`src/design/fetch_consts.svh`:
```
`ifndef FETCH_CONSTS_SVH
`define FETCH_CONSTS_SVH

// address and data width, rv32 throughout
`define XLEN 32

// first fetch address after reset
`define RESET_PC 32'h0000_0000

// memory depth in 32-bit words
`define MEM_WORDS 256

// cycles from accepted ar to r valid, any value >= 1
`define MEM_LATENCY 3

// opcodes seen by the static predictor
`define OPC_JAL 7'b1101111
`define OPC_BRANCH 7'b1100011

`endif

```
`src/design/fetch_pkg.sv`:
```
package fetch_pkg;

  // j-format view, immediate bits scattered over the upper word
  typedef struct packed {
    logic       imm20;
    logic [9:0] imm10_1;
    logic       imm11;
    logic [7:0] imm19_12;
    logic [4:0] rd;
    logic [6:0] opcode;
  } rv_jtype_t;

  // b-format view
  typedef struct packed {
    logic       imm12;
    logic [5:0] imm10_5;
    logic [4:0] rs2;
    logic [4:0] rs1;
    logic [2:0] funct3;
    logic [3:0] imm4_1;
    logic       imm11;
    logic [6:0] opcode;
  } rv_btype_t;

  // one fetched word, decoded as jal and as branch at once
  typedef union packed {
    rv_jtype_t   j;
    rv_btype_t   b;
    logic [31:0] raw;
  } inst_u;

  // read response code
  typedef enum logic [1:0] {
    RESP_OKAY   = 2'b00,
    RESP_SLVERR = 2'b10
  } axi_resp_e;

endpackage

```
`src/design/axi_rd_if.sv`:
```
`timescale 1ns/1ps
`include "fetch_consts.svh"

interface axi_rd_if import fetch_pkg::*; ();
  // read address channel
  logic             ar_valid;
  logic             ar_ready;
  logic [`XLEN-1:0] ar_addr;

  // read data channel
  logic             r_valid;
  logic             r_ready;
  logic [`XLEN-1:0] r_data;
  axi_resp_e        r_resp;

  // requester side
  modport master (
    output ar_valid, ar_addr, r_ready,
    input  ar_ready, r_valid, r_data, r_resp
  );

  // responder side
  modport slave (
    input  ar_valid, ar_addr, r_ready,
    output ar_ready, r_valid, r_data, r_resp
  );

endinterface

```
`src/design/load_port.sv`:
```
`timescale 1ns/1ps
`include "fetch_consts.svh"

module load_port import fetch_pkg::*; (
  input  logic             clk,
  input  logic             rst_n,
  input  logic             ld_req_i,
  input  logic [`XLEN-1:0] ld_addr_i,
  axi_rd_if.master         bus,
  output logic             ld_done_o,
  output logic [`XLEN-1:0] ld_data_o,
  output logic             ld_busy_o
);

  localparam logic [1:0] L_IDLE = 2'd0;
  localparam logic [1:0] L_ADDR = 2'd1;
  localparam logic [1:0] L_WAIT = 2'd2;

  logic [1:0]       state_q;
  logic             done_q;
  logic [`XLEN-1:0] addr_q;
  logic [`XLEN-1:0] data_q;

  assign bus.ar_valid = (state_q == L_ADDR);
  assign bus.ar_addr  = addr_q;
  assign bus.r_ready  = (state_q == L_WAIT);

  always_ff @(posedge clk or negedge rst_n) begin
    if (!rst_n) begin
      state_q <= L_IDLE;
      done_q  <= 1'b0;
    end else begin
      // done is a single-cycle pulse
      done_q <= 1'b0;
      case (state_q)
        L_IDLE: begin
          if (ld_req_i) begin
            state_q <= L_ADDR;
          end
        end
        L_ADDR: begin
          if (bus.ar_ready) begin
            state_q <= L_WAIT;
          end
        end
        default: begin
          if (bus.r_valid) begin
            state_q <= L_IDLE;
            done_q  <= 1'b1;
          end
        end
      endcase
    end
  end

  always_ff @(posedge clk) begin
    // request while busy is ignored
    if (state_q == L_IDLE && ld_req_i) begin
      addr_q <= ld_addr_i;
    end
    // error response reads as zero
    if (bus.r_valid && bus.r_ready) begin
      data_q <= (bus.r_resp == RESP_OKAY) ? bus.r_data : '0;
    end
  end

  assign ld_busy_o = (state_q != L_IDLE);
  assign ld_done_o = done_q;
  assign ld_data_o = data_q;

endmodule

```
`src/flat_wrapper.sv`:
```
// flat-port wrapper written by rule: the top's interface ports become plain ports
module load_port_flat import fetch_pkg::*;
  (clk, rst_n, ld_req_i, ld_addr_i, ld_done_o, ld_data_o, ld_busy_o, bus_ar_valid, bus_ar_addr, bus_r_ready, bus_ar_ready, bus_r_valid, bus_r_data, bus_r_resp);
  axi_rd_if bus_i ();
  input  logic clk;
  input  logic rst_n;
  input  logic ld_req_i;
  input  logic [`XLEN-1:0] ld_addr_i;
  output logic ld_done_o;
  output logic [`XLEN-1:0] ld_data_o;
  output logic ld_busy_o;
  output wire logic [$bits(bus_i.ar_valid)-1:0] bus_ar_valid;
  output wire logic [$bits(bus_i.ar_addr)-1:0] bus_ar_addr;
  output wire logic [$bits(bus_i.r_ready)-1:0] bus_r_ready;
  input wire logic [$bits(bus_i.ar_ready)-1:0] bus_ar_ready;
  input wire logic [$bits(bus_i.r_valid)-1:0] bus_r_valid;
  input wire logic [$bits(bus_i.r_data)-1:0] bus_r_data;
  input wire logic [$bits(bus_i.r_resp)-1:0] bus_r_resp;
  assign bus_ar_valid = bus_i.ar_valid;
  assign bus_ar_addr = bus_i.ar_addr;
  assign bus_r_ready = bus_i.r_ready;
  assign bus_i.ar_ready = bus_ar_ready;
  assign bus_i.r_valid = bus_r_valid;
  assign bus_i.r_data = bus_r_data;
  assign bus_i.r_resp = bus_r_resp;
  load_port u_core (.clk(clk), .rst_n(rst_n), .ld_req_i(ld_req_i), .ld_addr_i(ld_addr_i), .bus(bus_i), .ld_done_o(ld_done_o), .ld_data_o(ld_data_o), .ld_busy_o(ld_busy_o));
endmodule
```
`config.mk`:
```
export PLATFORM = sky130hd
export DESIGN_NAME = load_port_flat
export DESIGN_NICKNAME = d
export VERILOG_FILES = /design/src/design/fetch_pkg.sv /design/src/design/axi_rd_if.sv /design/src/design/load_port.sv /design/src/flat_wrapper.sv
export VERILOG_INCLUDE_DIRS = /design/src /design/src/design
export SDC_FILE = /design/constraint.sdc
export NUM_CORES = 1
export LEC_CHECK = 0
export BUFFER_PORTS_ARGS = -buffer_cell sky130_fd_sc_hd__buf_2
export CAP_MARGIN = 20
export CORE_MARGIN = 2
export CORE_UTILIZATION = 43
export CTS_CLUSTER_DIAMETER = 150
export CTS_CLUSTER_SIZE = 40
export DETAILED_ROUTE_END_ITERATION = 12
export GPL_ROUTABILITY_DRIVEN = 0
export PLACE_DENSITY = 0.91
export SLEW_MARGIN = 20
export SYNTH_ARGS = -nofsm -noshare
export SYNTH_HDL_FRONTEND = slang
export SYNTH_SLANG_ARGS = --single-unit
```
`constraint.sdc`:
```
create_clock -name clk -period 3.3 [get_ports clk]
set_clock_uncertainty 0.05 [all_clocks]
set_input_delay 0.165 -clock clk [delete_from_list [all_inputs] [get_ports clk]]
set_output_delay 0.165 -clock clk [all_outputs]
set_load 0.01 [all_outputs]
```
==> out/results.ini <==
[global_routing]
grt_util_met3=0.0721
grt_pass1_vias=1709
overflow=0
grtUsageTotal=0.197
grt_antenna_before_repair=0
met2_usage=0.331
groute.layer.met1.usage=0.235
grt_first_pass_wirelength_mm=8.85
gr-max-usage-layer=met2
grt_start_max_net_pins=33

[logic_synthesis]
synth-seq-cells=67
yosys_warnings=0
synth_area_leader_cell=sky130_fd_sc_hd__edfxtp_1
synth_cells=116
synth_seq_area_share=0.859
post_synth_design_cell_area_um2=2330
syn_area_per_cell_um2=20.1
synth_nets=187
synth_top_area_share=0.826
synth.area.top_cells=sky130_fd_sc_hd__edfxtp_1 (83%), sky130_fd_sc_hd__and2_1 (9.1%), sky130_fd_sc_hd__dfrtp_1 (3.2%), sky130_fd_sc_hd__buf_6 (1.5%), sky130_fd_sc_hd__o32ai_2 (0.70%)
post_synth_num_cell_types=13

[cts]
max-clock-path-buffers=2
cts_tree=yes
ctsRootBufferMaster=sky130_fd_sc_hd__clkbuf_8
cts_buffers=9
clkTransAtPathRegs_ps=70
htreeDepth=3
cts.sink_count=67
clock_insertion_delay_worst_skew_ps=320

[critical_path]
worst_setup_path_start_kind=flop
worst-endpoint-required_ps=3230
critPathCaptureType=flop
critPathMaxFanout=32
timing.setup.critical_path_class=reg2reg
timing.critical_path.arrival_ps=1510

[power]
power_leakage_nw=1.55
peakVddDrop_mv=0.286
post-layout-total-power_mw=2.12
areal_power_density_over_the_cells_nw_per_um2=591

[floorplanning]
io_pins=139
die_y_um=77.5
fp.dieArea_um2=6010
row_count=26
die_x_um=77.5
placeableCoreArea_um2=5170
effective_utilization_at_floorplan=0.450

[detailed_routing]
number_of_detailed_route_iterations_in_the_first_pass=4
avgViaCountPerCell=4.42
drt_iter0_markers=73
detail-route-antenna-nets=0
detail_route.wl_per_cell_um=14.9
route.final.wire_length_mm=5.56
drc=0
num_vias=1648

[sta]
transition_at_the_pin_with_the_smallest_max_transition_slack_ps=489
max_freq_ghz=0.634
setup_tns_ps=0
rsz0062_at_grt=false
slew-limit-headroom=0.673
slew_violations=0
hold_violations_final=0
postLayoutSetupSlackWorst_ps=1720
final_min_period_over_clock_period=0.478
timing.final.setup_violations=0
finalWorstPathRequiredPeriod_ps=1580

[final_layout]
layout-drive-gt1-share=0.515
n_antenna_cell=0
design_area_um2=3580
fin_nets=369
area.growth.synth_to_final_pct=54.1
non_filler_cells_final=373

[worst_hold_path]
holdCritPathClass=in2reg

[placement]
pre_cts_slack_ps=1760
port_buffers=138
placedCellCount=323
dpl.hpwl_mm=3.54
post_dp_cell_area_um2=3090

[run]
drv_cap=0

[status]
status=finished clean

==> worst max-delay path: stages (launching register included) <==
cell and delay [ps]:
sky130_fd_sc_hd__dfrtp_1 450, sky130_fd_sc_hd__or2_1 280, sky130_fd_sc_hd__nor2_2 90, sky130_fd_sc_hd__buf_4 350
==> routing by layer <==
layer	routed length [um]	share of wire
met3	589	0.11
met5	0	0
met4	57	0.010
met2	2640	0.47
met1	2270	0.41
==> stage by stage <==
| stage | util | hold slack [ps] |
|---|---|---|
| floorplan | - | -181 |
| global placement | 0.597 | -87.2 |
| detailed placement | 0.597 | -86.1 |
| CTS | 0.693 | 43.0 |
| global route | 0.693 | 49.4 |
| finish | 0.693 | 58.5 |
==> registers in the layout (all words and copies together) (netlist names) <==
name	count
u_core.state_q	2
u_core.ld_data_o	32
u_core.ld_done_o	1
u_core.bus.ar_addr	32
==> cells in the mapped netlist, drive strengths merged <==
library cell and number:
o32ai 1, inv 1, or2 1, nor2 3
edfxtp 64, and2 34, dfrtp 3, and2b 1
nor2b 2, mux2i 1, nand2 2, buf 3
==> final timing paths <==
| check | start | to | slack [ps] | cells past startpoint |
|---|---|---|---|---|
| setup reg to reg | u_core.state_q[1] | u_core.bus.ar_addr[14] | 1720 | 3 |
| min in group asynchronous | rst_n | u_core.ld_done_o | 120 | 2 |
| hold / removal | bus_r_data[15] | u_core.ld_data_o[15] | 60 | 2 |
| hold reg to reg | u_core.state_q[1] | u_core.state_q[1] | 560 | 1 |
| max in group asynchronous | rst_n | u_core.state_q[0] | 2970 | 2 |
| setup / recovery | u_core.state_q[1] | u_core.bus.ar_addr[14] | 1720 | 3 |
==> cell type report <==
cell class	instances	area, um^2
clock buffer	12	135
clock inverter	4	20.0
fill	323	1590
inverter	1	3.75
multi-input combinational	45	294
sequential	67	2000
tap	70	87.6
timing repair buffer	174	1050
==> kinds of logic (layout without fill, tap and decap cells) <==
logic type / Yosys count / after routing / synth area share
flops: 67 / 67 / 0.859
buf+inv: 4 / 191 / 0.0161
simple gates: 43 / 43 / 0.114
mux: 1 / 1 / 0.00430
compound gates: 1 / 1 / 0.00699
==> report_power, final <==
| part | internal, mW | switching (mW) |
|---|---|---|
| clock network | 0.268 | 0.272 |
| registers | 1.10 | 0.0540 |
| logic | 0.184 | 0.234 |
| total | 1.56 | 0.560 |
==> layout by cell type (no fill, tap or decap) <==
master                          count
sky130_fd_sc_hd__buf_2            138
sky130_fd_sc_hd__edfxtp_1          64
sky130_fd_sc_hd__and2_1            34
sky130_fd_sc_hd__dlygate4sd3_1     34
sky130_fd_sc_hd__clkbuf_8           9
sky130_fd_sc_hd__clkinv_2           4
sky130_fd_sc_hd__clkbuf_1           3
sky130_fd_sc_hd__dfrtp_1            3
sky130_fd_sc_hd__nor2b_1            2
sky130_fd_sc_hd__nand2_1            2
sky130_fd_sc_hd__buf_4              2
sky130_fd_sc_hd__or2_1              1
sky130_fd_sc_hd__inv_1              1
sky130_fd_sc_hd__nor2_2             1
sky130_fd_sc_hd__and2b_1            1
sky130_fd_sc_hd__nor2_4             1
sky130_fd_sc_hd__nor2_1             1
sky130_fd_sc_hd__o32ai_2            1
sky130_fd_sc_hd__mux2i_1            1
==> repair_timing <==
| action | 4_1_cts | 5_1_grt |
|---|---|---|
| gates resized for setup | 0 | 0 |
| buffers inserted | 0 | 0 |
| hold buffers | 34 | 0 |
| endpoints found under the hold margin | 37 | 0 |
No activity file was read; power rests on OpenSTA's default activity.
