$ cat src/design/fetch_consts.svh
`ifndef FETCH_CONSTS_SVH
`define FETCH_CONSTS_SVH

// address and data width, rv32 throughout
`define XLEN 32

// first fetch address after reset
`define RESET_PC 32'h0000_0000

// memory depth in 32-bit words
`define MEM_WORDS 256

// cycles from accepted ar to r valid, any value >= 1
`define MEM_LATENCY 3

// opcodes seen by the static predictor
`define OPC_JAL 7'b1101111
`define OPC_BRANCH 7'b1100011

`endif

$ cat src/design/fetch_pkg.sv
package fetch_pkg;

  // j-format view, immediate bits scattered over the upper word
  typedef struct packed {
    logic       imm20;
    logic [9:0] imm10_1;
    logic       imm11;
    logic [7:0] imm19_12;
    logic [4:0] rd;
    logic [6:0] opcode;
  } rv_jtype_t;

  // b-format view
  typedef struct packed {
    logic       imm12;
    logic [5:0] imm10_5;
    logic [4:0] rs2;
    logic [4:0] rs1;
    logic [2:0] funct3;
    logic [3:0] imm4_1;
    logic       imm11;
    logic [6:0] opcode;
  } rv_btype_t;

  // one fetched word, decoded as jal and as branch at once
  typedef union packed {
    rv_jtype_t   j;
    rv_btype_t   b;
    logic [31:0] raw;
  } inst_u;

  // read response code
  typedef enum logic [1:0] {
    RESP_OKAY   = 2'b00,
    RESP_SLVERR = 2'b10
  } axi_resp_e;

endpackage

$ cat src/design/axi_rd_if.sv
`timescale 1ns/1ps
`include "fetch_consts.svh"

interface axi_rd_if import fetch_pkg::*; ();
  // read address channel
  logic             ar_valid;
  logic             ar_ready;
  logic [`XLEN-1:0] ar_addr;

  // read data channel
  logic             r_valid;
  logic             r_ready;
  logic [`XLEN-1:0] r_data;
  axi_resp_e        r_resp;

  // requester side
  modport master (
    output ar_valid, ar_addr, r_ready,
    input  ar_ready, r_valid, r_data, r_resp
  );

  // responder side
  modport slave (
    input  ar_valid, ar_addr, r_ready,
    output ar_ready, r_valid, r_data, r_resp
  );

endinterface

$ cat src/design/fetch_unit.sv
`timescale 1ns/1ps
`include "fetch_consts.svh"

module fetch_unit import fetch_pkg::*; (
  input  logic             clk,
  input  logic             rst_n,
  input  logic [`XLEN-1:0] fetch_pc_i,
  input  logic             redirect_i,
  input  logic             stall_i,
  axi_rd_if.master         bus,
  output logic             inst_valid_o,
  output logic [31:0]      inst_o,
  output logic [`XLEN-1:0] inst_pc_o,
  output logic             rsp_strobe_o,
  output inst_u            rsp_inst_o
);

  localparam logic [1:0] S_IDLE = 2'd0;
  localparam logic [1:0] S_ADDR = 2'd1;
  localparam logic [1:0] S_WAIT = 2'd2;
  localparam logic [1:0] S_HOLD = 2'd3;

  logic [1:0]       state_q;
  logic [1:0]       state_d;
  logic             stale_q;
  logic             addr_held_q;
  logic [`XLEN-1:0] addr_q;
  logic [`XLEN-1:0] pc_q;
  inst_u            inst_q;
  logic             ar_fire;
  logic             r_fire;
  logic             drop;
  logic             consume;

  // first address cycle takes the live pc, later cycles the held copy
  assign bus.ar_valid = (state_q == S_ADDR);
  assign bus.ar_addr  = addr_held_q ? addr_q : fetch_pc_i;
  assign bus.r_ready  = (state_q == S_WAIT);

  assign ar_fire = bus.ar_valid & bus.ar_ready;
  assign r_fire  = bus.r_valid & bus.r_ready;
  // response of a redirected read is thrown away
  assign drop    = stale_q | redirect_i;
  assign consume = (state_q == S_HOLD) & ~stall_i & ~redirect_i;

  always_comb begin
    state_d = state_q;
    case (state_q)
      S_IDLE: begin
        if (!redirect_i) begin
          state_d = S_ADDR;
        end
      end
      S_ADDR: begin
        if (ar_fire) begin
          state_d = S_WAIT;
        end
      end
      S_WAIT: begin
        if (r_fire && !drop) begin
          state_d = S_HOLD;
        end else if (r_fire) begin
          // pc already moved, refetch unless redirect still up
          state_d = redirect_i ? S_IDLE : S_ADDR;
        end
      end
      default: begin
        if (redirect_i) begin
          state_d = S_IDLE;
        end else if (consume) begin
          state_d = S_ADDR;
        end
      end
    endcase
  end

  always_ff @(posedge clk or negedge rst_n) begin
    if (!rst_n) begin
      state_q     <= S_IDLE;
      stale_q     <= 1'b0;
      addr_held_q <= 1'b0;
    end else begin
      state_q     <= state_d;
      addr_held_q <= bus.ar_valid & ~bus.ar_ready;
      if (r_fire) begin
        stale_q <= 1'b0;
      end else if (redirect_i && (state_q == S_ADDR || state_q == S_WAIT)) begin
        stale_q <= 1'b1;
      end
    end
  end

  // address, pc and instruction payload
  always_ff @(posedge clk) begin
    if (bus.ar_valid) begin
      addr_q <= bus.ar_addr;
    end
    if (ar_fire) begin
      pc_q <= bus.ar_addr;
    end
    if (r_fire && !drop) begin
      inst_q <= bus.r_data;
    end
  end

  assign inst_valid_o = (state_q == S_HOLD);
  assign inst_o       = inst_q.raw;
  assign inst_pc_o    = pc_q;
  assign rsp_strobe_o = consume;
  assign rsp_inst_o   = inst_q;

  // pending request keeps its address through arbiter and slave backpressure
  a_ar_stable: assert property (@(posedge clk) disable iff (!rst_n)
    bus.ar_valid && !bus.ar_ready |=> bus.ar_valid && $stable(bus.ar_addr));

endmodule

$ cat src/flat_wrapper.sv
// flat-port wrapper written by rule: the top's interface ports become plain ports
module fetch_unit_flat import fetch_pkg::*;
  (clk, rst_n, fetch_pc_i, redirect_i, stall_i, inst_valid_o, inst_o, inst_pc_o, rsp_strobe_o, rsp_inst_o, bus_ar_valid, bus_ar_addr, bus_r_ready, bus_ar_ready, bus_r_valid, bus_r_data, bus_r_resp);
  axi_rd_if bus_i ();
  input  logic clk;
  input  logic rst_n;
  input  logic [`XLEN-1:0] fetch_pc_i;
  input  logic redirect_i;
  input  logic stall_i;
  output logic inst_valid_o;
  output logic [31:0] inst_o;
  output logic [`XLEN-1:0] inst_pc_o;
  output logic rsp_strobe_o;
  output inst_u rsp_inst_o;
  output wire logic [$bits(bus_i.ar_valid)-1:0] bus_ar_valid;
  output wire logic [$bits(bus_i.ar_addr)-1:0] bus_ar_addr;
  output wire logic [$bits(bus_i.r_ready)-1:0] bus_r_ready;
  input wire logic [$bits(bus_i.ar_ready)-1:0] bus_ar_ready;
  input wire logic [$bits(bus_i.r_valid)-1:0] bus_r_valid;
  input wire logic [$bits(bus_i.r_data)-1:0] bus_r_data;
  input wire logic [$bits(bus_i.r_resp)-1:0] bus_r_resp;
  assign bus_ar_valid = bus_i.ar_valid;
  assign bus_ar_addr = bus_i.ar_addr;
  assign bus_r_ready = bus_i.r_ready;
  assign bus_i.ar_ready = bus_ar_ready;
  assign bus_i.r_valid = bus_r_valid;
  assign bus_i.r_data = bus_r_data;
  assign bus_i.r_resp = bus_r_resp;
  fetch_unit u_core (.clk(clk), .rst_n(rst_n), .fetch_pc_i(fetch_pc_i), .redirect_i(redirect_i), .stall_i(stall_i), .bus(bus_i), .inst_valid_o(inst_valid_o), .inst_o(inst_o), .inst_pc_o(inst_pc_o), .rsp_strobe_o(rsp_strobe_o), .rsp_inst_o(rsp_inst_o));
endmodule
$ cat config.mk
export PLATFORM = sky130hd
export DESIGN_NAME = fetch_unit_flat
export DESIGN_NICKNAME = d
export VERILOG_FILES = /design/src/design/fetch_pkg.sv /design/src/design/axi_rd_if.sv /design/src/design/fetch_unit.sv /design/src/flat_wrapper.sv
export VERILOG_INCLUDE_DIRS = /design/src /design/src/design
export SDC_FILE = /design/constraint.sdc
export NUM_CORES = 1
export LEC_CHECK = 0
export BUFFER_PORTS_ARGS = -buffer_cell sky130_fd_sc_hd__buf_2
export CAP_MARGIN = 15
export CORE_AREA = 2 2 135 71
export DETAILED_ROUTE_END_ITERATION = 8
export DIE_AREA = 0 0 137 73
export PLACE_DENSITY = 0.75
export SLEW_MARGIN = 40
export SYNTH_ARGS = -nofsm -noshare
export SYNTH_HDL_FRONTEND = slang
export SYNTH_SLANG_ARGS = --single-unit
$ cat constraint.sdc
create_clock -name clk -period 5.1 [get_ports clk]
set_input_delay 1.02 -clock clk [delete_from_list [all_inputs] [get_ports clk]]
set_output_delay 1.02 -clock clk [all_outputs]
set_load 0.01 [all_outputs]
==> metrics.cfg <==
[run_status]
outcome=complete, no violations

[drt]
drc=0
routed_via_density=4.51
wl_per_cell_um=15.9
dr.pass1.iters=4
detail_route.iter0.violations=100
drt-total-wl_mm=7.92
via_count=2240
ant_nets=0

[clock_network]
cts_tree=done
cts_buffer_depth=2
clk_pin_slew_worst_paths_ns=0.07
clock_sinks=100
cts_max_level=3
cts_resized=0
hold_buffers=0
cts-buffers-inserted=9
clockRootBuffer=clkbuf_16
cts_setup_buffers=0
clk_latency_ns=0.33

[power]
peakVddDrop_v=0.000286
pwr_density_cell_mw_per_mm2=492
total_leakage_power_nw=2.11

[place]
port_buffers=201
placed_cell_area_mm2=0.00472
globalplace.congestion=0.758
dp_hpwl_mm=5.75

[logic_synthesis]
synth-xor-area-share=0
synthTopCellsByArea=edfxtp_1, mux2_2, buf_4, dfrtp_1, ha_1
ys.warnings.count=0
synthSimpleGateAreaFrac=0.0155
syn-instance-count=193
synth-compound-area-share=0.0106
synthMuxAreaShare=0.100
synthesis.nets=269
synth_cell_types=21
syn-cell-area_mm2=0.00379
synth_top_area_cell=edfxtp_1
ys_seq_area_frac=0.788
synth_fa_ha_area_frac=0.0132
synth_top_family_by_area=multiplexers
yosysTopAreaCellShare=0.761
ys_seq_elements=100
syn-mean-instance-area_um2=19.6

[setup_path]
critical_path_peak_fanout=19
worstRegToRegCells=3
r2r_start=u_core.state_q[1]
r2r_slack_ns=3.04
startpoint_type=register
crit_path_end_kind=output pin
path_class=register to output pin
arrival_ns=2.09
cp.required_ns=4.08
reg2reg_to=u_core.inst_pc_o[7]

[final_layout]
finalNetCount=447
nFillCells=755
drive_gt1_frac=0.670
diodes=0
final_cell_area_mm2=0.00504
syn_to_final_growth_pct=33.0
final_common_cell=buf_2
final_cell_mix=buf_2, edfxtp_1, mux2_2

[grt]
grt.total_usage=0.150
antenna_found_initial=0
use_met2=0.245
grt_most_used_layer=met2
grt_max_degree=37
grt_pass1_vias=2081
gr-usage-met3=0.0507
grt_overflow=0
use_met1=0.194
grt_pass1_wl_mm=11.1

[sta]
max_slew_margin=0.530
timing.fmax_mhz=321
hold_viol_final=0
finalSetupTns_ns=0
worstMarginPinSlew_ns=0.705
report.final.slew_viol_count=0
rsz0062_at_grt=no
finalSetupViolCount=0
period_minus_slack_ns=3.11
fin_skew_ns=0.00525
fin_crit_sh=0.610

[die]
initial_core_util=0.420
pin_count=204
rows=25
core_area_mm2=0.00901
fp.dieH_um=73
dieArea_mm2=0.0100
die_w_um=137

[min_path]
worstHoldPathType=input port to asynchronous set/reset pin

[job]
max-cap-violations=0

## stage by stage
step	total power, mW	utilization	cells	hold slack (ns)	worst slack (ns)
floorplan	1.55	-	193	0.492	1.24
global placement	1.76	0.523	481	0.532	2.34
detailed placement	1.80	0.524	481	0.549	2.33
CTS	2.51	0.559	497	0.473	1.96
global route	2.60	0.559	497	0.466	1.87
finish	2.48	0.559	497	0.484	1.99
## power by group
group	switching (mW)	total, mW	internal [mW]
clock network	0.279	0.709	0.430
registers	0.0648	1.21	1.14
logic	0.327	0.558	0.232
## logic make-up (layout without fill, tap and decap cells)
| kind of cell | Yosys count | count (layout) |
|---|---|---|
| flip-flops | 100 | 100 |
| buffers and inverters | 40 | 223 |
| multiplexers | 34 | 34 |
| AND/OR/NAND/NOR | 9 | 9 |
| AO/OA/AOI/OAI | 6 | 6 |
| adder cells (fa/ha/maj) | 4 | 4 |
## routing by layer
metal | vias to the layer above | routed length [um]
met5 | - | 0
met4 | 0 | 56
met3 | 5 | 666
met2 | 97 | 3870
met1 | 1086 | 3330
li1 | 1052 | -
## critical path: stages, from the launching register on
cell and delay [ns]:
dfrtp_1 0.80, buf_4 0.40, mux2_2 0.41, buf_2 0.15
## how the worst max path moves through the flow
stage	slack (ns)	end	from
after floorplan	1.24	u_core.state_q[1]	redirect_i
after global placement	2.34	bus_ar_addr[13]	u_core.addr_held_q
after detailed placement	2.33	bus_ar_addr[9]	u_core.addr_held_q
after CTS	1.96	bus_ar_addr[9]	u_core.addr_held_q
after global routing	1.87	bus_ar_addr[13]	u_core.addr_held_q
final	1.99	bus_ar_addr[13]	u_core.addr_held_q
## area by class of cell
type / instances / area [um^2] / area share
Clock buffer: 10 / 229 / 0.0455
Inverter: 4 / 15.0 / 0.00298
Sequential cell: 100 / 2980 / 0.592
Timing Repair Buffer: 203 / 1020 / 0.203
Multi-Input combinational cell: 53 / 549 / 0.109
Tap cell: 121 / 151 / 0.0301
Clock inverter: 6 / 88.8 / 0.0176
## synth_stat cells
library cell  number
edfxtp_1          96
buf_4             32
mux2_2            30
dfrtp_1            4
ha_1               4
inv_1              4
a21oi_1            3
buf_2              3
mux2_1             2
mux2i_1            2
nand2_1            2
nand2b_1           2
a22o_1             1
a22oi_1            1
and2_1             1
and3_4             1
clkbuf_1           1
nor2_1             1
nor3_1             1
nor4_2             1
o2111ai_1          1
## state kept, by name (all words and copies together), names as in the netlist
name	flops
u_core.addr_held_q	1
u_core.addr_q	32
u_core.inst_o	32
u_core.inst_pc_o	32
u_core.stale_q	1
u_core.state_q	2
(Power assumes the default switching activity.)
