===== src/design/fetch_consts.svh =====
`ifndef FETCH_CONSTS_SVH
`define FETCH_CONSTS_SVH

// address and data width, rv32 throughout
`define XLEN 32

// first fetch address after reset
`define RESET_PC 32'h0000_0000

// memory depth in 32-bit words
`define MEM_WORDS 256

// cycles from accepted ar to r valid, any value >= 1
`define MEM_LATENCY 3

// opcodes seen by the static predictor
`define OPC_JAL 7'b1101111
`define OPC_BRANCH 7'b1100011

`endif


===== src/design/fetch_pkg.sv =====
package fetch_pkg;

  // j-format view, immediate bits scattered over the upper word
  typedef struct packed {
    logic       imm20;
    logic [9:0] imm10_1;
    logic       imm11;
    logic [7:0] imm19_12;
    logic [4:0] rd;
    logic [6:0] opcode;
  } rv_jtype_t;

  // b-format view
  typedef struct packed {
    logic       imm12;
    logic [5:0] imm10_5;
    logic [4:0] rs2;
    logic [4:0] rs1;
    logic [2:0] funct3;
    logic [3:0] imm4_1;
    logic       imm11;
    logic [6:0] opcode;
  } rv_btype_t;

  // one fetched word, decoded as jal and as branch at once
  typedef union packed {
    rv_jtype_t   j;
    rv_btype_t   b;
    logic [31:0] raw;
  } inst_u;

  // read response code
  typedef enum logic [1:0] {
    RESP_OKAY   = 2'b00,
    RESP_SLVERR = 2'b10
  } axi_resp_e;

endpackage


===== src/design/axi_rd_if.sv =====
`timescale 1ns/1ps
`include "fetch_consts.svh"

interface axi_rd_if import fetch_pkg::*; ();
  // read address channel
  logic             ar_valid;
  logic             ar_ready;
  logic [`XLEN-1:0] ar_addr;

  // read data channel
  logic             r_valid;
  logic             r_ready;
  logic [`XLEN-1:0] r_data;
  axi_resp_e        r_resp;

  // requester side
  modport master (
    output ar_valid, ar_addr, r_ready,
    input  ar_ready, r_valid, r_data, r_resp
  );

  // responder side
  modport slave (
    input  ar_valid, ar_addr, r_ready,
    output ar_ready, r_valid, r_data, r_resp
  );

endinterface


===== src/design/axi_rd_arbiter.sv =====
`timescale 1ns/1ps

module axi_rd_arbiter (
  input  logic     clk,
  input  logic     rst_n,
  axi_rd_if.slave  m0,
  axi_rd_if.slave  m1,
  axi_rd_if.master s
);

  // lock_q marks a read outstanding on the shared bus
  logic lock_q;
  // 0 selects fetch and 1 selects load
  logic gnt_q;
  logic gnt;

  // the locked owner keeps the grant and load wins when idle
  assign gnt = lock_q ? gnt_q : m1.ar_valid;

  // no new address while a read is outstanding
  assign s.ar_valid = ~lock_q & (gnt ? m1.ar_valid : m0.ar_valid);
  assign s.ar_addr  = gnt ? m1.ar_addr : m0.ar_addr;
  assign m0.ar_ready = ~lock_q & ~gnt & s.ar_ready;
  assign m1.ar_ready = ~lock_q & gnt & s.ar_ready;

  // r routed only to the owner of the outstanding read
  assign s.r_ready  = lock_q & (gnt_q ? m1.r_ready : m0.r_ready);
  assign m0.r_valid = lock_q & ~gnt_q & s.r_valid;
  assign m1.r_valid = lock_q & gnt_q & s.r_valid;
  assign m0.r_data  = s.r_data;
  assign m1.r_data  = s.r_data;
  assign m0.r_resp  = s.r_resp;
  assign m1.r_resp  = s.r_resp;

  always_ff @(posedge clk or negedge rst_n) begin
    if (!rst_n) begin
      lock_q <= 1'b0;
      gnt_q  <= 1'b0;
    end else if (!lock_q && s.ar_valid && s.ar_ready) begin
      // lock at the ar transfer
      lock_q <= 1'b1;
      gnt_q  <= gnt;
    end else if (lock_q && s.r_valid && s.r_ready) begin
      // release at the r transfer
      lock_q <= 1'b0;
    end
  end

  // slave busy with a read only while the owner is locked
  a_gnt_held: assert property (@(posedge clk) disable iff (!rst_n)
    !s.ar_ready || s.r_valid |-> lock_q);

endmodule


===== src/flat_wrapper.sv =====
// flat-port wrapper written by rule: the top's interface ports become plain ports
module axi_rd_arbiter_flat 
  (clk, rst_n, m0_ar_valid, m0_ar_addr, m0_r_ready, m0_ar_ready, m0_r_valid, m0_r_data, m0_r_resp, m1_ar_valid, m1_ar_addr, m1_r_ready, m1_ar_ready, m1_r_valid, m1_r_data, m1_r_resp, s_ar_valid, s_ar_addr, s_r_ready, s_ar_ready, s_r_valid, s_r_data, s_r_resp);
  axi_rd_if m0_i ();
  axi_rd_if m1_i ();
  axi_rd_if s_i ();
  input  logic clk;
  input  logic rst_n;
  input wire logic [$bits(m0_i.ar_valid)-1:0] m0_ar_valid;
  input wire logic [$bits(m0_i.ar_addr)-1:0] m0_ar_addr;
  input wire logic [$bits(m0_i.r_ready)-1:0] m0_r_ready;
  output wire logic [$bits(m0_i.ar_ready)-1:0] m0_ar_ready;
  output wire logic [$bits(m0_i.r_valid)-1:0] m0_r_valid;
  output wire logic [$bits(m0_i.r_data)-1:0] m0_r_data;
  output wire logic [$bits(m0_i.r_resp)-1:0] m0_r_resp;
  input wire logic [$bits(m1_i.ar_valid)-1:0] m1_ar_valid;
  input wire logic [$bits(m1_i.ar_addr)-1:0] m1_ar_addr;
  input wire logic [$bits(m1_i.r_ready)-1:0] m1_r_ready;
  output wire logic [$bits(m1_i.ar_ready)-1:0] m1_ar_ready;
  output wire logic [$bits(m1_i.r_valid)-1:0] m1_r_valid;
  output wire logic [$bits(m1_i.r_data)-1:0] m1_r_data;
  output wire logic [$bits(m1_i.r_resp)-1:0] m1_r_resp;
  output wire logic [$bits(s_i.ar_valid)-1:0] s_ar_valid;
  output wire logic [$bits(s_i.ar_addr)-1:0] s_ar_addr;
  output wire logic [$bits(s_i.r_ready)-1:0] s_r_ready;
  input wire logic [$bits(s_i.ar_ready)-1:0] s_ar_ready;
  input wire logic [$bits(s_i.r_valid)-1:0] s_r_valid;
  input wire logic [$bits(s_i.r_data)-1:0] s_r_data;
  input wire logic [$bits(s_i.r_resp)-1:0] s_r_resp;
  assign m0_i.ar_valid = m0_ar_valid;
  assign m0_i.ar_addr = m0_ar_addr;
  assign m0_i.r_ready = m0_r_ready;
  assign m0_ar_ready = m0_i.ar_ready;
  assign m0_r_valid = m0_i.r_valid;
  assign m0_r_data = m0_i.r_data;
  assign m0_r_resp = m0_i.r_resp;
  assign m1_i.ar_valid = m1_ar_valid;
  assign m1_i.ar_addr = m1_ar_addr;
  assign m1_i.r_ready = m1_r_ready;
  assign m1_ar_ready = m1_i.ar_ready;
  assign m1_r_valid = m1_i.r_valid;
  assign m1_r_data = m1_i.r_data;
  assign m1_r_resp = m1_i.r_resp;
  assign s_ar_valid = s_i.ar_valid;
  assign s_ar_addr = s_i.ar_addr;
  assign s_r_ready = s_i.r_ready;
  assign s_i.ar_ready = s_ar_ready;
  assign s_i.r_valid = s_r_valid;
  assign s_i.r_data = s_r_data;
  assign s_i.r_resp = s_r_resp;
  axi_rd_arbiter u_core (.clk(clk), .rst_n(rst_n), .m0(m0_i), .m1(m1_i), .s(s_i));
endmodule

===== config.mk =====
export PLATFORM = sky130hd
export DESIGN_NAME = axi_rd_arbiter_flat
export DESIGN_NICKNAME = d
export VERILOG_FILES = /design/src/design/fetch_pkg.sv /design/src/design/axi_rd_if.sv /design/src/design/axi_rd_arbiter.sv /design/src/flat_wrapper.sv
export VERILOG_INCLUDE_DIRS = /design/src /design/src/design
export SDC_FILE = /design/constraint.sdc
export NUM_CORES = 1
export LEC_CHECK = 0
export BUFFER_PORTS_ARGS = -buffer_cell sky130_fd_sc_hd__buf_4
export CORE_AREA = 2 2 83 85
export CTS_BUF_LIST = sky130_fd_sc_hd__clkbuf_8
export CTS_CLUSTER_DIAMETER = 60
export DETAILED_ROUTE_END_ITERATION = 10
export DIE_AREA = 0 0 85 87
export PLACE_DENSITY_LB_ADDON = 0.15
export SLEW_MARGIN = 5
export SYNTH_ARGS = -nofsm -noshare
export SYNTH_HDL_FRONTEND = slang
export SYNTH_SLANG_ARGS = --single-unit
export TNS_END_PERCENT = 30

===== constraint.sdc =====
create_clock -name clk -period 1.51 [get_ports clk]
set_clock_uncertainty 0.2 [all_clocks]
set_input_delay 0.2265 -clock clk [delete_from_list [all_inputs] [get_ports clk]]
set_output_delay 0.2265 -clock clk [all_outputs]
set_load 0.005 [all_outputs]

==> reports/results.tsv <==
stage	metric	value	unit
outcome	status	complete, but fails checks	
outcome	violated checks	setup timing	
timing	Final period util	134	%
floorplan	I/O pin total	212	
layout	final design utilization	26.6	%
setup_path	Worst EP arrival	1590	ps
global_route	met2 global-route usage	12.4	%
placed_design	routability cong.	0.865	
global_route	first-pass GRT wire length	4550	microns
yosys	area share of the largest cell type after synthesis	45.7	%
cts	TritonCTS clock tree	yes	
setup_path	Worst setup SP type	flip-flop	
cts	maximum root-to-sink buffer count	2	
timing	RSZ-0062 raised after global routing	yes	
global_route	gr ovfl total	0	
yosys	mux cell area share after synthesis	38.6	%
setup_path	worst-path fanout max	21	
setup_path	crit end category	output port	
layout	fin nets	275	
timing	setup TNS	-15810	ps
global_route	met3 usage	3.70	%
timing	Fmax achieved	496	MHz
layout	Ant. Diodes	0	
layout	filler cell count	681	
cts	htree depth	1	
drt	Vias	922	
cts	clock sinks	2	
global_route	initial antenna violation count	0	
yosys	Ys Warns	0	
yosys	Netlist cell types	18	
placed_design	Final HPWL DP	2880	microns
yosys	Mapped Area	1120	sq um
yosys	dominant cells by area after synthesis	buf_4 46%, mux2_2 22%, mux2_4 13%	
timing	WHS	138	ps
power	Pleak	0.946	nW
power	maximum VDD drop	535	uV
cts	Num CTS Buffers	3	
job	Max Cap Viol	0	
placed_design	I/O Buffers	109	
worst_hold_path	hold crit path type	input pin to flip-flop	
yosys	post-synthesis simple-gate area fraction	4.60	%
setup_path	kind of critical path	flip-flop to output port	
yosys	synthesized-area fraction occupied by adder cells	0	%
yosys	largest family of logic cells by synthesized area	buffers and inverters	
global_route	GRT Max-Usage Layer	met2	
cts	Clock Pin Slew Worst Setup and Hold Paths	30	ps
cts	clk root buf	clkbuf_8	
floorplan	Starting Density	17.0	%
floorplan	core area	6570	sq um
floorplan	Die H	87	microns
cts	Clk Latency, worst-skew pair	210	ps
global_route	global routing met1 resource utilization	8.16	%
power	Pwr per Cell Area	1290	nW/um^2
placed_design	Post-Place Worst Slack	-333	ps
yosys	#FFs+latches synth	2	
setup_path	Req. time, crit path	1080	ps
yosys	Synthesized Nets	227	
global_route	total track usage	7.60	%
floorplan	die area	7400	sq um
timing	Final Hold Violating Endpoints	0	
yosys	area leader, netlist	buf_4	
timing	Max Slew Vio Count	0	
layout	Area growth, synth to finish	56.5	%
drt	Detailed Routing Iterations Pass 1	3	
drt	drt drc	0	
global_route	vias in the first global route	900	
timing	final setup vio count	34	
drt	Routed Antenna Nets	0	
yosys	post-synthesis xor/xnor area fraction	0	%
drt	Iteration-0 DRC Markers	19	
yosys	Mapped Cells	121	
yosys	compound-cell area share of the yosys netlist	1.91	%
floorplan	Die X	85	microns
drt	final WL	3350	microns
global_route	largest net degree at the start of global routing	22	
drt	via-per-instance ratio	3.73	
floorplan	Rows	30	
yosys	Seq/Total Area, Yosys	4.48	%
layout	share of cells above drive strength 1	91.6	%
timing	crit path time final	2020	ps
timing	Worst-Margin Slew	214	ps
timing	Rel. slew slack	85.4	%
yosys	mean post-synth cell area	9.22	sq um
drt	Routed wire per std cell	13.6	microns
timing	final worst slack	-507	ps
power	Design Power	2.24	mW
## where the power goes
part | switching, mW | total [mW] | internal (mW) | leakage, nW
Clock | 0.0376 | 0.206 | 0.168 | 0.0216
Sequential | 0.0290 | 0.107 | 0.0782 | 0.0224
Combinational | 0.630 | 1.93 | 1.30 | 0.902
Total | 0.696 | 2.24 | 1.55 | 0.946
## flip-flops by register name, indices dropped and copies added, names as in the netlist
signal         flops
u_core.gnt_q       1
u_core.lock_q      1
## through the flow
stage                     std cells  instance area, sq um
after global routing            247                  1750
final                           247                  1750
after floorplan                 121                  1190
after CTS                       247                  1740
after global placement          243                  1600
after detailed placement        243                  1600
## path summary, 6_finish.rpt
check,start,endpoint,slack (ps),cells past startpoint
max reg2reg,u_core.lock_q,u_core.gnt_q,260,3
max in group asynchronous,rst_n,u_core.gnt_q,840,2
max,u_core.lock_q,s_ar_addr[14],-510,4
min in group asynchronous,rst_n,u_core.lock_q,180,2
min,s_ar_ready,u_core.lock_q,140,3
min reg2reg,u_core.gnt_q,u_core.gnt_q,460,2
## cell usage in the layout, fill, tap and decap left out, drive strengths merged
master and instances:
nand2 1, nor2 4, buf 114, clkbuf 3, nor3b 1, mux2 32
nand3b 1, and3 1, mux2i 2, a2bb2oi 1, inv 1, dlygate4sd3 1
and3b 1, o21ai 1, a21o 1, dfrtp 2
## synthesized netlist by cell type, drive strengths merged
master   count
nor2         4
o21ai        1
mux2        32
nand3b       1
and3         1
mux2i        2
a21o         1
nor3b        1
nand2        1
a2bb2oi      1
and3b        1
dfrtp        2
inv          1
buf         72
## critical path, cell delays in order, from the launching register on
cell     delay [ps]
dfrtp_1         390
mux2i_4         310
buf_12          230
mux2_4          330
buf_6           120
## routing by layer
layer / wire (microns) / up-vias
met1: 1110 / 390
met5: 0 / -
met4: 110 / 0
li1: - / 424
met3: 513 / 25
met2: 1620 / 83
## kinds of logic after synthesis
logic type,count (synthesis)
buf+inv,73
mux,34
simple gates,9
compound gates,3
flops,2
## repair_timing
item | 4_1_cts | 5_1_grt
setup buffers | 0 | 0
hold endpoints to repair | 2 | 0
setup endpoints to repair | 36 | 37
hold buffers | 1 | 0
resized for setup | 24 | 1
## layout make-up
cell class / instances / area (sq um) / share of cell area (%)
repair buffers: 115 / 965 / 55.2
flip-flops and latches: 2 / 50.0 / 2.87
clock buffers: 3 / 41.3 / 2.36
multi-input cells: 46 / 587 / 33.6
well taps: 80 / 100 / 5.73
inverters: 1 / 3.75 / 0.215
Note: power is estimated with default switching activity, not from simulation.
