--- src/design/fetch_consts.svh ---
`ifndef FETCH_CONSTS_SVH
`define FETCH_CONSTS_SVH

// address and data width, rv32 throughout
`define XLEN 32

// first fetch address after reset
`define RESET_PC 32'h0000_0000

// memory depth in 32-bit words
`define MEM_WORDS 256

// cycles from accepted ar to r valid, any value >= 1
`define MEM_LATENCY 3

// opcodes seen by the static predictor
`define OPC_JAL 7'b1101111
`define OPC_BRANCH 7'b1100011

`endif

--- src/design/fetch_pkg.sv ---
package fetch_pkg;

  // j-format view, immediate bits scattered over the upper word
  typedef struct packed {
    logic       imm20;
    logic [9:0] imm10_1;
    logic       imm11;
    logic [7:0] imm19_12;
    logic [4:0] rd;
    logic [6:0] opcode;
  } rv_jtype_t;

  // b-format view
  typedef struct packed {
    logic       imm12;
    logic [5:0] imm10_5;
    logic [4:0] rs2;
    logic [4:0] rs1;
    logic [2:0] funct3;
    logic [3:0] imm4_1;
    logic       imm11;
    logic [6:0] opcode;
  } rv_btype_t;

  // one fetched word, decoded as jal and as branch at once
  typedef union packed {
    rv_jtype_t   j;
    rv_btype_t   b;
    logic [31:0] raw;
  } inst_u;

  // read response code
  typedef enum logic [1:0] {
    RESP_OKAY   = 2'b00,
    RESP_SLVERR = 2'b10
  } axi_resp_e;

endpackage

--- src/design/pc_predict.sv ---
`timescale 1ns/1ps
`include "fetch_consts.svh"

module pc_predict import fetch_pkg::*; (
  input  logic             clk,
  input  logic             rst_n,
  input  logic             redirect_i,
  input  logic [`XLEN-1:0] redirect_pc_i,
  input  logic             stall_i,
  input  logic             rsp_strobe_i,
  input  inst_u            rsp_inst_i,
  output logic [`XLEN-1:0] fetch_pc_o
);

  logic [`XLEN-1:0] pc_q;
  logic [`XLEN-1:0] j_off;
  logic [`XLEN-1:0] b_off;
  logic [`XLEN-1:0] next_pc;

  // sign-extended jal offset, bit 0 always zero
  assign j_off = {{12{rsp_inst_i.j.imm20}}, rsp_inst_i.j.imm19_12,
                  rsp_inst_i.j.imm11, rsp_inst_i.j.imm10_1, 1'b0};

  // sign-extended branch offset
  assign b_off = {{20{rsp_inst_i.b.imm12}}, rsp_inst_i.b.imm11,
                  rsp_inst_i.b.imm10_5, rsp_inst_i.b.imm4_1, 1'b0};

  // static prediction on the word just delivered
  always_comb begin
    if (rsp_inst_i.j.opcode == `OPC_JAL) begin
      // jal always taken
      next_pc = pc_q + j_off;
    end else if (rsp_inst_i.b.opcode == `OPC_BRANCH && rsp_inst_i.b.imm12) begin
      // backward branch predicted taken
      next_pc = pc_q + b_off;
    end else begin
      next_pc = pc_q + `XLEN'd4;
    end
  end

  // redirect beats prediction, stall freezes the pc
  always_ff @(posedge clk or negedge rst_n) begin
    if (!rst_n) begin
      pc_q <= `RESET_PC;
    end else if (redirect_i) begin
      pc_q <= redirect_pc_i;
    end else if (rsp_strobe_i && !stall_i) begin
      pc_q <= next_pc;
    end
  end

  assign fetch_pc_o = pc_q;

  // redirect targets and predicted targets must keep word alignment
  a_pc_aligned: assert property (@(posedge clk) disable iff (!rst_n)
    fetch_pc_o[1:0] == 2'b00);

endmodule

--- config.mk ---
export PLATFORM = sky130hd
export DESIGN_NAME = pc_predict
export DESIGN_NICKNAME = d
export VERILOG_FILES = /design/src/design/fetch_pkg.sv /design/src/design/pc_predict.sv
export VERILOG_INCLUDE_DIRS = /design/src /design/src/design
export SDC_FILE = /design/constraint.sdc
export NUM_CORES = 1
export LEC_CHECK = 0
export ABC_AREA = 1
export ABC_CLOCK_PERIOD_IN_PS = 2500
export BUFFER_PORTS_ARGS = -buffer_cell sky130_fd_sc_hd__buf_4
export CAP_MARGIN = 15
export CORE_MARGIN = 3
export CORE_UTILIZATION = 55
export DETAILED_ROUTE_END_ITERATION = 10
export PLACE_DENSITY = 0.78
export SLEW_MARGIN = 10
export SYNTH_ARGS = -nofsm -noshare
export SYNTH_HDL_FRONTEND = slang
export SYNTH_SLANG_ARGS = --single-unit
--- constraint.sdc ---
create_clock -name clk -period 2.5 [get_ports clk]
set_input_delay 0.25 -clock clk [delete_from_list [all_inputs] [get_ports clk]]
set_output_delay 0.25 -clock clk [all_outputs]
set_load 0.005 [all_outputs]
==> impl_metrics.toml, run 1 <==
[critical_path]
startpoint_type = "flop"
worst-setup-path-type = "flop to flop"
worstPathArrival_ps = 2580
critical_path_required_ps = 2680
cp_max_fo = 4
cp-end-kind = "flop"

[timing]
fmax_ghz = 0.416
clock_skew_ps = 5.33
setup_ws_ps = 96.3
worstMarginPinSlew_ps = 633
fin_setup_tns_ps = 0
post-route-period-util_pct = 96.1
maxSlewHeadroom_pct = 57.4
fin_crit_ps = 2400
rsz0062_at_grt = "yes"
maxSlewViolCount = 0
finalSetupViolCount = 0
hold_violations = 0

[placement]
gp_congestion = 1.05
io_buffers = 100
dp_slack_ps = -263
place_inst = 1542
dpl_cell_area_um2 = 8030
detailed_place_hpwl_mm = 23.2

[power]
p_per_area_nw_per_um2 = 503
power_uw = 4250
leakage_uw = 0.00467
irDropWorstVdd_mv = 0.579

[logic_synthesis]
synthesis.area_um2 = 6590
synth_fa_ha_area_share_pct = 8.96
synth_area_per_cell_um2 = 5.31
synth-xor-area-share_pct = 4.52
synthFlopType = "dfrtp_1"
synth-edff-count = 0
synth-simple-area-share_pct = 50.7
muxShareOfSynthArea_pct = 0
synth_compound_area_share_pct = 11.9
async_flop_share_pct = 100
syn-num-nets = 1357
synth_cell_type_count = 40
synth_top_family_by_area = "simple AND/OR/NAND/NOR gates"
yosysSeqAreaShare_pct = 12.2
syn_inst = 1242
ys_ff_latch = 32
yosys_warnings = 0

[clock_tree]
clk_pin_slew_worst_paths_ps = 50
clock_path_buffers = 2
clock_sinks = 32
insertion_delay_ps = 280
cts_tree = "built"
cts-root-buf = "clkbuf_16"
numCtsBuffers = 5
cts-htree-levels = 2

[cells_and_area]
largest_register_ffs = 32
area_delta_synth_final_pct = 28.0
nets = 1531
multi_input_area_um2 = 5190
finalNonFillerCells = 1560
diodes = 0
num-fill-cells = 1116
stdcell_area_um2 = 8440
drive_gt1_share_pct = 19.4
seqCellArea_um2 = 802

[global_routing]
met3_usage_pct = 8.93
top_usage_layer = "met1"
gr-usage-met1_pct = 61.1
grt_pass1_vias = 8163
use_met2_pct = 60.8
grt_max_degree = 40
grt_pass1_wl_mm = 42.8
antenna_found_initial = 0
track_usage_pct = 41.6
overflow = 0

[floorplanning]
die_w_um = 115
pin_count = 101
die_h_um = 115
core_area_um2 = 11600
die_area_um2 = 13300
initial_core_util_pct = 57.0
rows = 39

[routing]
ant_nets = 0
drt_wl_total_mm = 28.3
drc = 0
via_per_inst = 5.88
drt_iter0_markers = 1240
via_count = 9173
wl_per_cell_um = 18.1
firstDrtPassIters = 7

[flow_run]
max_cap_viol_count = 0

[run_status]
status = "complete, no violations"

[worst_hold_path]
hold_path.class = "input port to flop"
-- worst paths after layout --
kind,startpoint,endpoint,slack [ps],depth (start not counted)
worst max-delay path,fetch_pc_o[1],fetch_pc_o[23],100,18
worst min-delay path,redirect_pc_i[0],fetch_pc_o[0],180,3
worst max register to register,fetch_pc_o[1],fetch_pc_o[23],100,18
worst min register to register,fetch_pc_o[0],fetch_pc_o[0],500,2
max in group asynchronous,rst_n,fetch_pc_o[16],1660,2
min in group asynchronous,rst_n,fetch_pc_o[28],460,2
-- layout make-up --
class                      instances  share of cell area [%]
tap                              143                    2.12
multi-input combinational       1007                    61.5
timing repair buffer             190                    17.1
inverter                         180                    8.01
clock buffer                       8                    1.74
sequential                        32                    9.51
-- report_power, final --
part           switching, uW  internal (uW)  leakage, uW
Clock                    233            397    0.0000712
Combinational           1790           1130      0.00421
Sequential               109            590     0.000383
Total                   2130           2120      0.00467
-- through the flow --
step | util, % | hold slack, ps
3_5_place_dp | 69.5 | 229
2_1_floorplan | - | -45.6
5_1_grt | 73.0 | 185
3_3_place_gp | 69.5 | 233
4_1_cts | 71.0 | 177
6_report | 73.0 | 178
-- kinds of logic (layout without fill, tap and decap cells) --
kind of cell	count (synthesis)	in the layout
compound gates	140	140
xor+xnor	34	34
fa+ha+maj	46	46
buf+inv	203	378
flops	32	32
simple gates	787	787
-- cell usage after synthesis, types with 4 or more instances --
master	instances	area (um^2)
nand2_1	456	1710
inv_1	172	646
nor2_1	139	522
nand3_1	120	601
a21oi_1	54	270
ha_1	44	551
o21ai_0	44	220
dfrtp_1	32	801
nor3_1	24	120
xor2_1	23	201
nand4_1	15	93.8
clkbuf_1	14	52.6
xnor2_1	11	96.3
o211ai_1	10	75.1
o21ai_1	9	45.0
inv_2	8	30.0
buf_2	6	30.0
nand2_2	6	37.5
nand3b_1	5	37.5
nor2_2	5	31.3
o22ai_1	5	31.3
a21o_1	4	30.0
nand3_2	4	40.0
o21bai_1	4	30.0
-- critical path, cell delays in order, from the launching register on --
cell and delay [ps]:
dfrtp_1 380, buf_4 140, ha_4 150, inv_1 50, fa_1 400, inv_2 100, nand2_1 60, nand3_1 120
nand2_1 90, nand2_2 130, nand3_1 110, nand2_1 80, nand2_1 50, nand3_1 160, nand2_1 70, nand2_1 60
nand2_1 50, nand2_1 50, nand2_1 40
-- placed cells by master (no fill, tap or decap), drive strengths merged, types with 2 or more instances in the layout --
master / instances
nand3b: 5
nand4: 15
xnor2: 11
nor2: 146
nor3: 27
o21ai: 55
fa: 2
o22ai: 5
or2: 3
clkbuf: 8
nor4: 4
dfrtp: 32
a21boi: 2
xor2: 23
o21bai: 4
a21o: 4
a21oi: 56
buf: 189
nand3: 124
nand2: 462
o211ai: 10
ha: 44
inv: 180
-- layer usage --
metal / wire, um / vias to the layer above
met5: 0 / -
met4: 866 / 0
met3: 4080 / 74
met2: 11600 / 659
met1: 11700 / 4127
li1: - / 4313
-- repair_timing --
item                                    4_1_cts  5_1_grt
endpoints found under the setup margin        7       23
endpoints found under the hold margin        32        0
setup buffers                                 1        8
gates resized for setup                       4       43
hold buffers                                  1        0
pin swaps                                     0        3
Power figures use the tool's default switching activity.
==> run 2, diff against run 1 <==
--- a/config.mk
+++ b/config.mk
@@ -12,7 +12,7 @@
 export CAP_MARGIN = 15
 export CORE_MARGIN = 3
-export CORE_UTILIZATION = 55
+export CORE_UTILIZATION = 45
 export DETAILED_ROUTE_END_ITERATION = 10
-export PLACE_DENSITY = 0.78
+export PLACE_DENSITY = 0.66
 export SLEW_MARGIN = 10
 export SYNTH_ARGS = -nofsm -noshare
==> constraint.sdc (replaced) <==
create_clock -name clk -period 2.5 [get_ports clk]
set_input_delay 0.375 -clock clk [delete_from_list [all_inputs] [get_ports clk]]
set_output_delay 0.375 -clock clk [all_outputs]
set_load 0.005 [all_outputs]
==> run 2 against run 1 <==
  * Critical path depth fell by 2
  * Worst hold slack lost 150 ps
  * Clock power about the same
  * Design area up 0.90%
  * Power decreased by 0.81%
  * Fmax grew 1.2%
  * Clock skew down 2.2 ps
  * Worst setup slack better by 28 ps
  * Global-route usage shrank 7.2 points
  * Count of clock-buffer cells in the layout is the same
  * Largest cell class unchanged
  * Highest routed layer unchanged
==> impl_metrics.toml, run 2 (synthesis results as in run 1) <==
[power]
irDropWorstVdd_mv = 0.393
pwr-share-clk_pct = 15.0
power.switching_fraction_pct = 49.8
seqPwrFrac_pct = 16.8
internal_power_uw = 2110
power.switching_uw = 2100
p_per_area_nw_per_um2 = 495
leakage_uw = 0.00468
share_comb_of_total_power_pct = 68.2

[floorplanning]
core_area_um2 = 14100
die_area_um2 = 16100
die_w_um = 127
pin_count = 101
initial_core_util_pct = 46.7
die_h_um = 127
rows = 43

[timing]
post-route-period-util_pct = 95.0
rsz0062_at_grt = "yes"
fmax_ghz = 0.421
hold_violations = 0
finalSetupViolCount = 0
maxSlewHeadroom_pct = 60.1
clock_skew_ps = 3.11
worstMarginPinSlew_ps = 598
fin_crit_ps = 2380
maxSlewViolCount = 0
fin_setup_tns_ps = 0

[cells_and_area]
largest_register_ffs = 32
layout_commonest_cell = "nand2_1"
drive_gt1_share_pct = 20.2
utilization_pct = 60.4
finalNonFillerCells = 1603
area_delta_synth_final_pct = 29.2
diodes = 0
layout_common_cells = "nand2_1 (445), buf_4 (195), inv_1 (171)"
nets = 1537

[critical_path]
crit_path_max_incr_delay_ps = 430
crit_family = "simple AND/OR/NAND/NOR gates"
cp_max_fo = 4
cpMaxStageDelayCell = "dfrtp_1"
critical_path_required_ps = 2670
crit_chain = "inv_1, fa_2, inv_2, nand2_1, nand3_1, nand2_1, nand2_2, nand3_1, nand2_1, nand2_1, nand3_1, nand2_1, nand2_1, nand2_1, nand2_1, nand2_1"
worstPathArrival_ps = 2550
path_buf_inv = 2
cp-end-kind = "flop"
startpoint_type = "flop"
worst-setup-path-type = "flop to flop"
cp_common_cell = "nand2_1"

[placement]
place_inst = 1592
detailed_place_hpwl_mm = 23.7
io_buffers = 100
gp_congestion = 1.07

[global_routing]
track_usage_pct = 34.4
grt_pass1_vias = 7936
grt_pass1_wl_mm = 43.3
grt_max_degree = 40
antenna_found_initial = 0
overflow = 0

[worst_hold_path]
hold_path.class = "input port to async pin"

[routing]
ant_nets = 0
via_per_inst = 5.43
via_count = 8700
drc = 0
wl_per_cell_um = 17.7
drt_wl_total_mm = 28.3
firstDrtPassIters = 5
drt_iter0_markers = 792

[clock_tree]
clk_pin_slew_worst_paths_ps = 60
insertion_delay_ps = 280
numCtsBuffers = 5
clock_sinks = 32
cts-htree-levels = 2
cts-root-buf = "clkbuf_16"
clock_path_buffers = 2
cts_tree = "built"

[run_status]
status = "complete, no violations"

[flow_run]
max_cap_viol_count = 0
-- run 2: changes by cell type in the layout (fill, tap and decap cells not counted), moves of 3 or more --
| cell | before | now |
|---|---|---|
| buf_4 | 188 | 195 |
| nand2_1 | 450 | 445 |
| nand2_2 | 11 | 17 |
| nand3_2 | 10 | 13 |
-- run 2: path summary, 6_finish.rpt --
path,start,endpoint,slack [ps],depth (start not counted)
max in group asynchronous,rst_n,fetch_pc_o[16],2130,1
setup / recovery,fetch_pc_o[2],fetch_pc_o[23],120,16
min in group clk,redirect_pc_i[0],fetch_pc_o[0],290,3
hold / removal,rst_n,fetch_pc_o[22],30,1
hold reg to reg,fetch_pc_o[0],fetch_pc_o[0],490,2
setup reg to reg,fetch_pc_o[2],fetch_pc_o[23],120,16
-- run 2: per-layer routing --
metal | wire length [um] | global-route usage [%] | vias to the layer above
met4 | 615 | 8.64 | 0
met1 | 13100 | 51.7 | 3924
met2 | 11500 | 49.4 | 409
met3 | 3090 | 7.90 | 43
met5 | 0 | 0 | -
li1 | - | - | 4324
-- run 2: power by group through the flow --
stage | registers [uW] | clock network (uW) | logic, uW
floorplan | 709 | 0 | 1540
detailed placement | 700 | 0 | 2680
CTS | 690 | 644 | 2710
global route | 707 | 660 | 3140
global placement | 700 | 0 | 2680
finish | 707 | 632 | 2870
-- run 2: through the flow --
| step | setup slack [ps] | total power [uW] | hold WS, ps | instance area (um^2) |
|---|---|---|---|---|
| final | 124 | 4210 | 32.4 | 8510 |
| after global routing | -32.5 | 4510 | 72.7 | 8510 |
| after CTS | 29.7 | 4040 | 51.4 | 8340 |
| after detailed placement | -54.4 | 3380 | 352 | 8180 |
| after global placement | -51.9 | 3380 | 356 | 8180 |
| after floorplan | 371 | 2250 | 79.4 | 6590 |
-- run 2: area by class of cell --
| type | instances | area [um^2] |
|---|---|---|
| Fill cell | 1518 | 5580 |
| Multi-Input combinational cell | 1007 | 5180 |
| Timing Repair Buffer | 196 | 1480 |
| Sequential cell | 32 | 803 |
| Inverter | 180 | 676 |
| Tap cell | 180 | 225 |
| Clock buffer | 8 | 146 |
-- run 2: worst reg2reg max path: cells and delay by family, from the launching register on --
kind | cells | cell delay, ps
fa+ha+maj | 1 | 430
buf+inv | 2 | 250
flops | 1 | 430
simple gates | 13 | 1150
-- run 2: timing repair --
item	CTS	global route
endpoints found under the setup margin	4	20
hold buffers	0	0
cloned	0	0
setup buffers	1	2
resized for setup	3	44
==> run 3, diff against run 2 <==
Settings changed: GPL_TIMING_DRIVEN from default to 0.
==> run 3 against run 2 <==
  * The flow now finishes with violations (setup timing)
  * Worst setup slack got worse by 180 ps
  * Sequential cell count unchanged
  * Routed wire length increased by 2.0%
  * Highest routed layer unchanged
==> impl_metrics.toml, run 3 (synthesis results as in run 1) <==
[critical_path]
crit_family = "adder cells"
crit_chain = "ha_2, inv_2, fa_2, inv_2, nand3_4, nand2_4, a21oi_4, o21ai_4, xor2_1, o21ai_0, o211ai_1"
cp_max_fo = 4
r2r-end = "fetch_pc_o[11]"
critical_path_required_ps = 2680
cp-end-kind = "flop"
cp_common_cell = "inv_2"
worst-setup-path-type = "flop to flop"
regToRegStartpoint = "fetch_pc_o[1]"
crit_path_max_incr_delay_ps = 450
cpMaxStageDelayCell = "dfrtp_1"
reg2reg_slack_ps = -60
startpoint_type = "flop"
path_buf_inv = 2
worstPathArrival_ps = 2740
r2r_cells = 11

[timing]
setup_ws_ps = -57.5
post-route-period-util_pct = 102
fmax_ghz = 0.391
rsz0062_at_grt = "yes"
clock_skew_ps = 4.42
maxSlewViolCount = 0
hold_violations = 0
finalSetupViolCount = 4
worstMarginPinSlew_ps = 899
maxSlewHeadroom_pct = 40.1
fin_crit_ps = 2560
holdWs_ps = 23.5
fin_setup_tns_ps = -100

[cells_and_area]
num-fill-cells = 1456
diodes = 0
area_delta_synth_final_pct = 29.3
layout_common_cells = "nand2_1 (439), inv_1 (169), nor2_1 (128)"
drive_gt1_share_pct = 21.4
layout_commonest_cell = "nand2_1"
largest_register_ffs = 32
stdcell_area_um2 = 8520
nets = 1486

[routing]
firstDrtPassIters = 7
drc = 0
drt_wl_total_mm = 28.9
via_count = 8565
drt_iter0_markers = 733
wl_per_cell_um = 18.6
via_per_inst = 5.52
ant_nets = 0

[clock_tree]
clock_path_buffers = 2
numCtsBuffers = 5
cts-root-buf = "clkbuf_16"
clk_pin_slew_worst_paths_ps = 50
cts_hold_buf = 0
cts_tree = "built"
clock_sinks = 32
cts-htree-levels = 2
insertion_delay_ps = 280

[worst_hold_path]
hold_path.class = "input port to async pin"

[placement]
detailed_place_hpwl_mm = 23.3
dpl_cell_area_um2 = 7560
gp_congestion = 1.02
dp_slack_ps = -494
io_buffers = 99

[run_status]
violations = "setup timing"
status = "finished with violations"

[global_routing]
track_usage_pct = 34.0
grt_max_degree = 33
grt_pass1_vias = 7737
grt_pass1_wl_mm = 42.4
antenna_found_initial = 0
overflow = 0

[power]
power_uw = 4230
leakage_uw = 0.00440
irDropWorstVdd_mv = 0.521
p_per_area_nw_per_um2 = 496

[flow_run]
max_cap_viol_count = 0

[floorplanning]
initial_core_util_pct = 46.7
core_area_um2 = 14100
pin_count = 101
die_h_um = 127
die_w_um = 127
rows = 43
die_area_um2 = 16100
run 3: layer usage:
metal  up-vias  GRT usage, %  part of all wire (%)
met5         -             0                     0
met4         0          9.21                   2.6
met3        51          5.18                    11
met2       414          52.5                    44
met1      3869          49.3                    43
li1       4231             -                     -
run 3: area by class of cell:
type                    count  area (um^2)  area share, %
flip-flops and latches     32          830           9.74
repair buffers            122          920           10.8
inverters                 180          679           7.98
clock buffers               7          153           1.79
plain buffers              23          104           1.22
multi-input cells        1007         5610           65.8
well taps                 180          225           2.64
run 3: stage by stage:
stage,util (%),cells
after global placement,53.6,1521
after floorplan,-,1242
after CTS,55.5,1534
after global routing,60.4,1551
final,60.4,1551
after detailed placement,53.6,1521
run 3: repair_timing:
action                                  4_1_cts  5_1_grt
setup buffers                                 6       17
pin swaps                                     1        8
endpoints found under the setup margin       14       25
resized for setup                            28      129
run 3: worst max path at each step:
| stage | from | to | depth (start not counted) |
|---|---|---|---|
| after detailed placement | fetch_pc_o[2] | fetch_pc_o[27] | 14 |
| after global routing | fetch_pc_o[1] | fetch_pc_o[11] | 11 |
| after CTS | fetch_pc_o[1] | fetch_pc_o[9] | 13 |
| after floorplan | fetch_pc_o[1] | fetch_pc_o[17] | 19 |
| final | fetch_pc_o[1] | fetch_pc_o[11] | 11 |
| after global placement | fetch_pc_o[2] | fetch_pc_o[27] | 14 |
run 3: where the power goes:
| group | switching [uW] | internal (uW) |
|---|---|---|
| logic | 1710 | 1060 |
| registers | 220 | 599 |
| clock network | 227 | 418 |
| total | 2150 | 2070 |
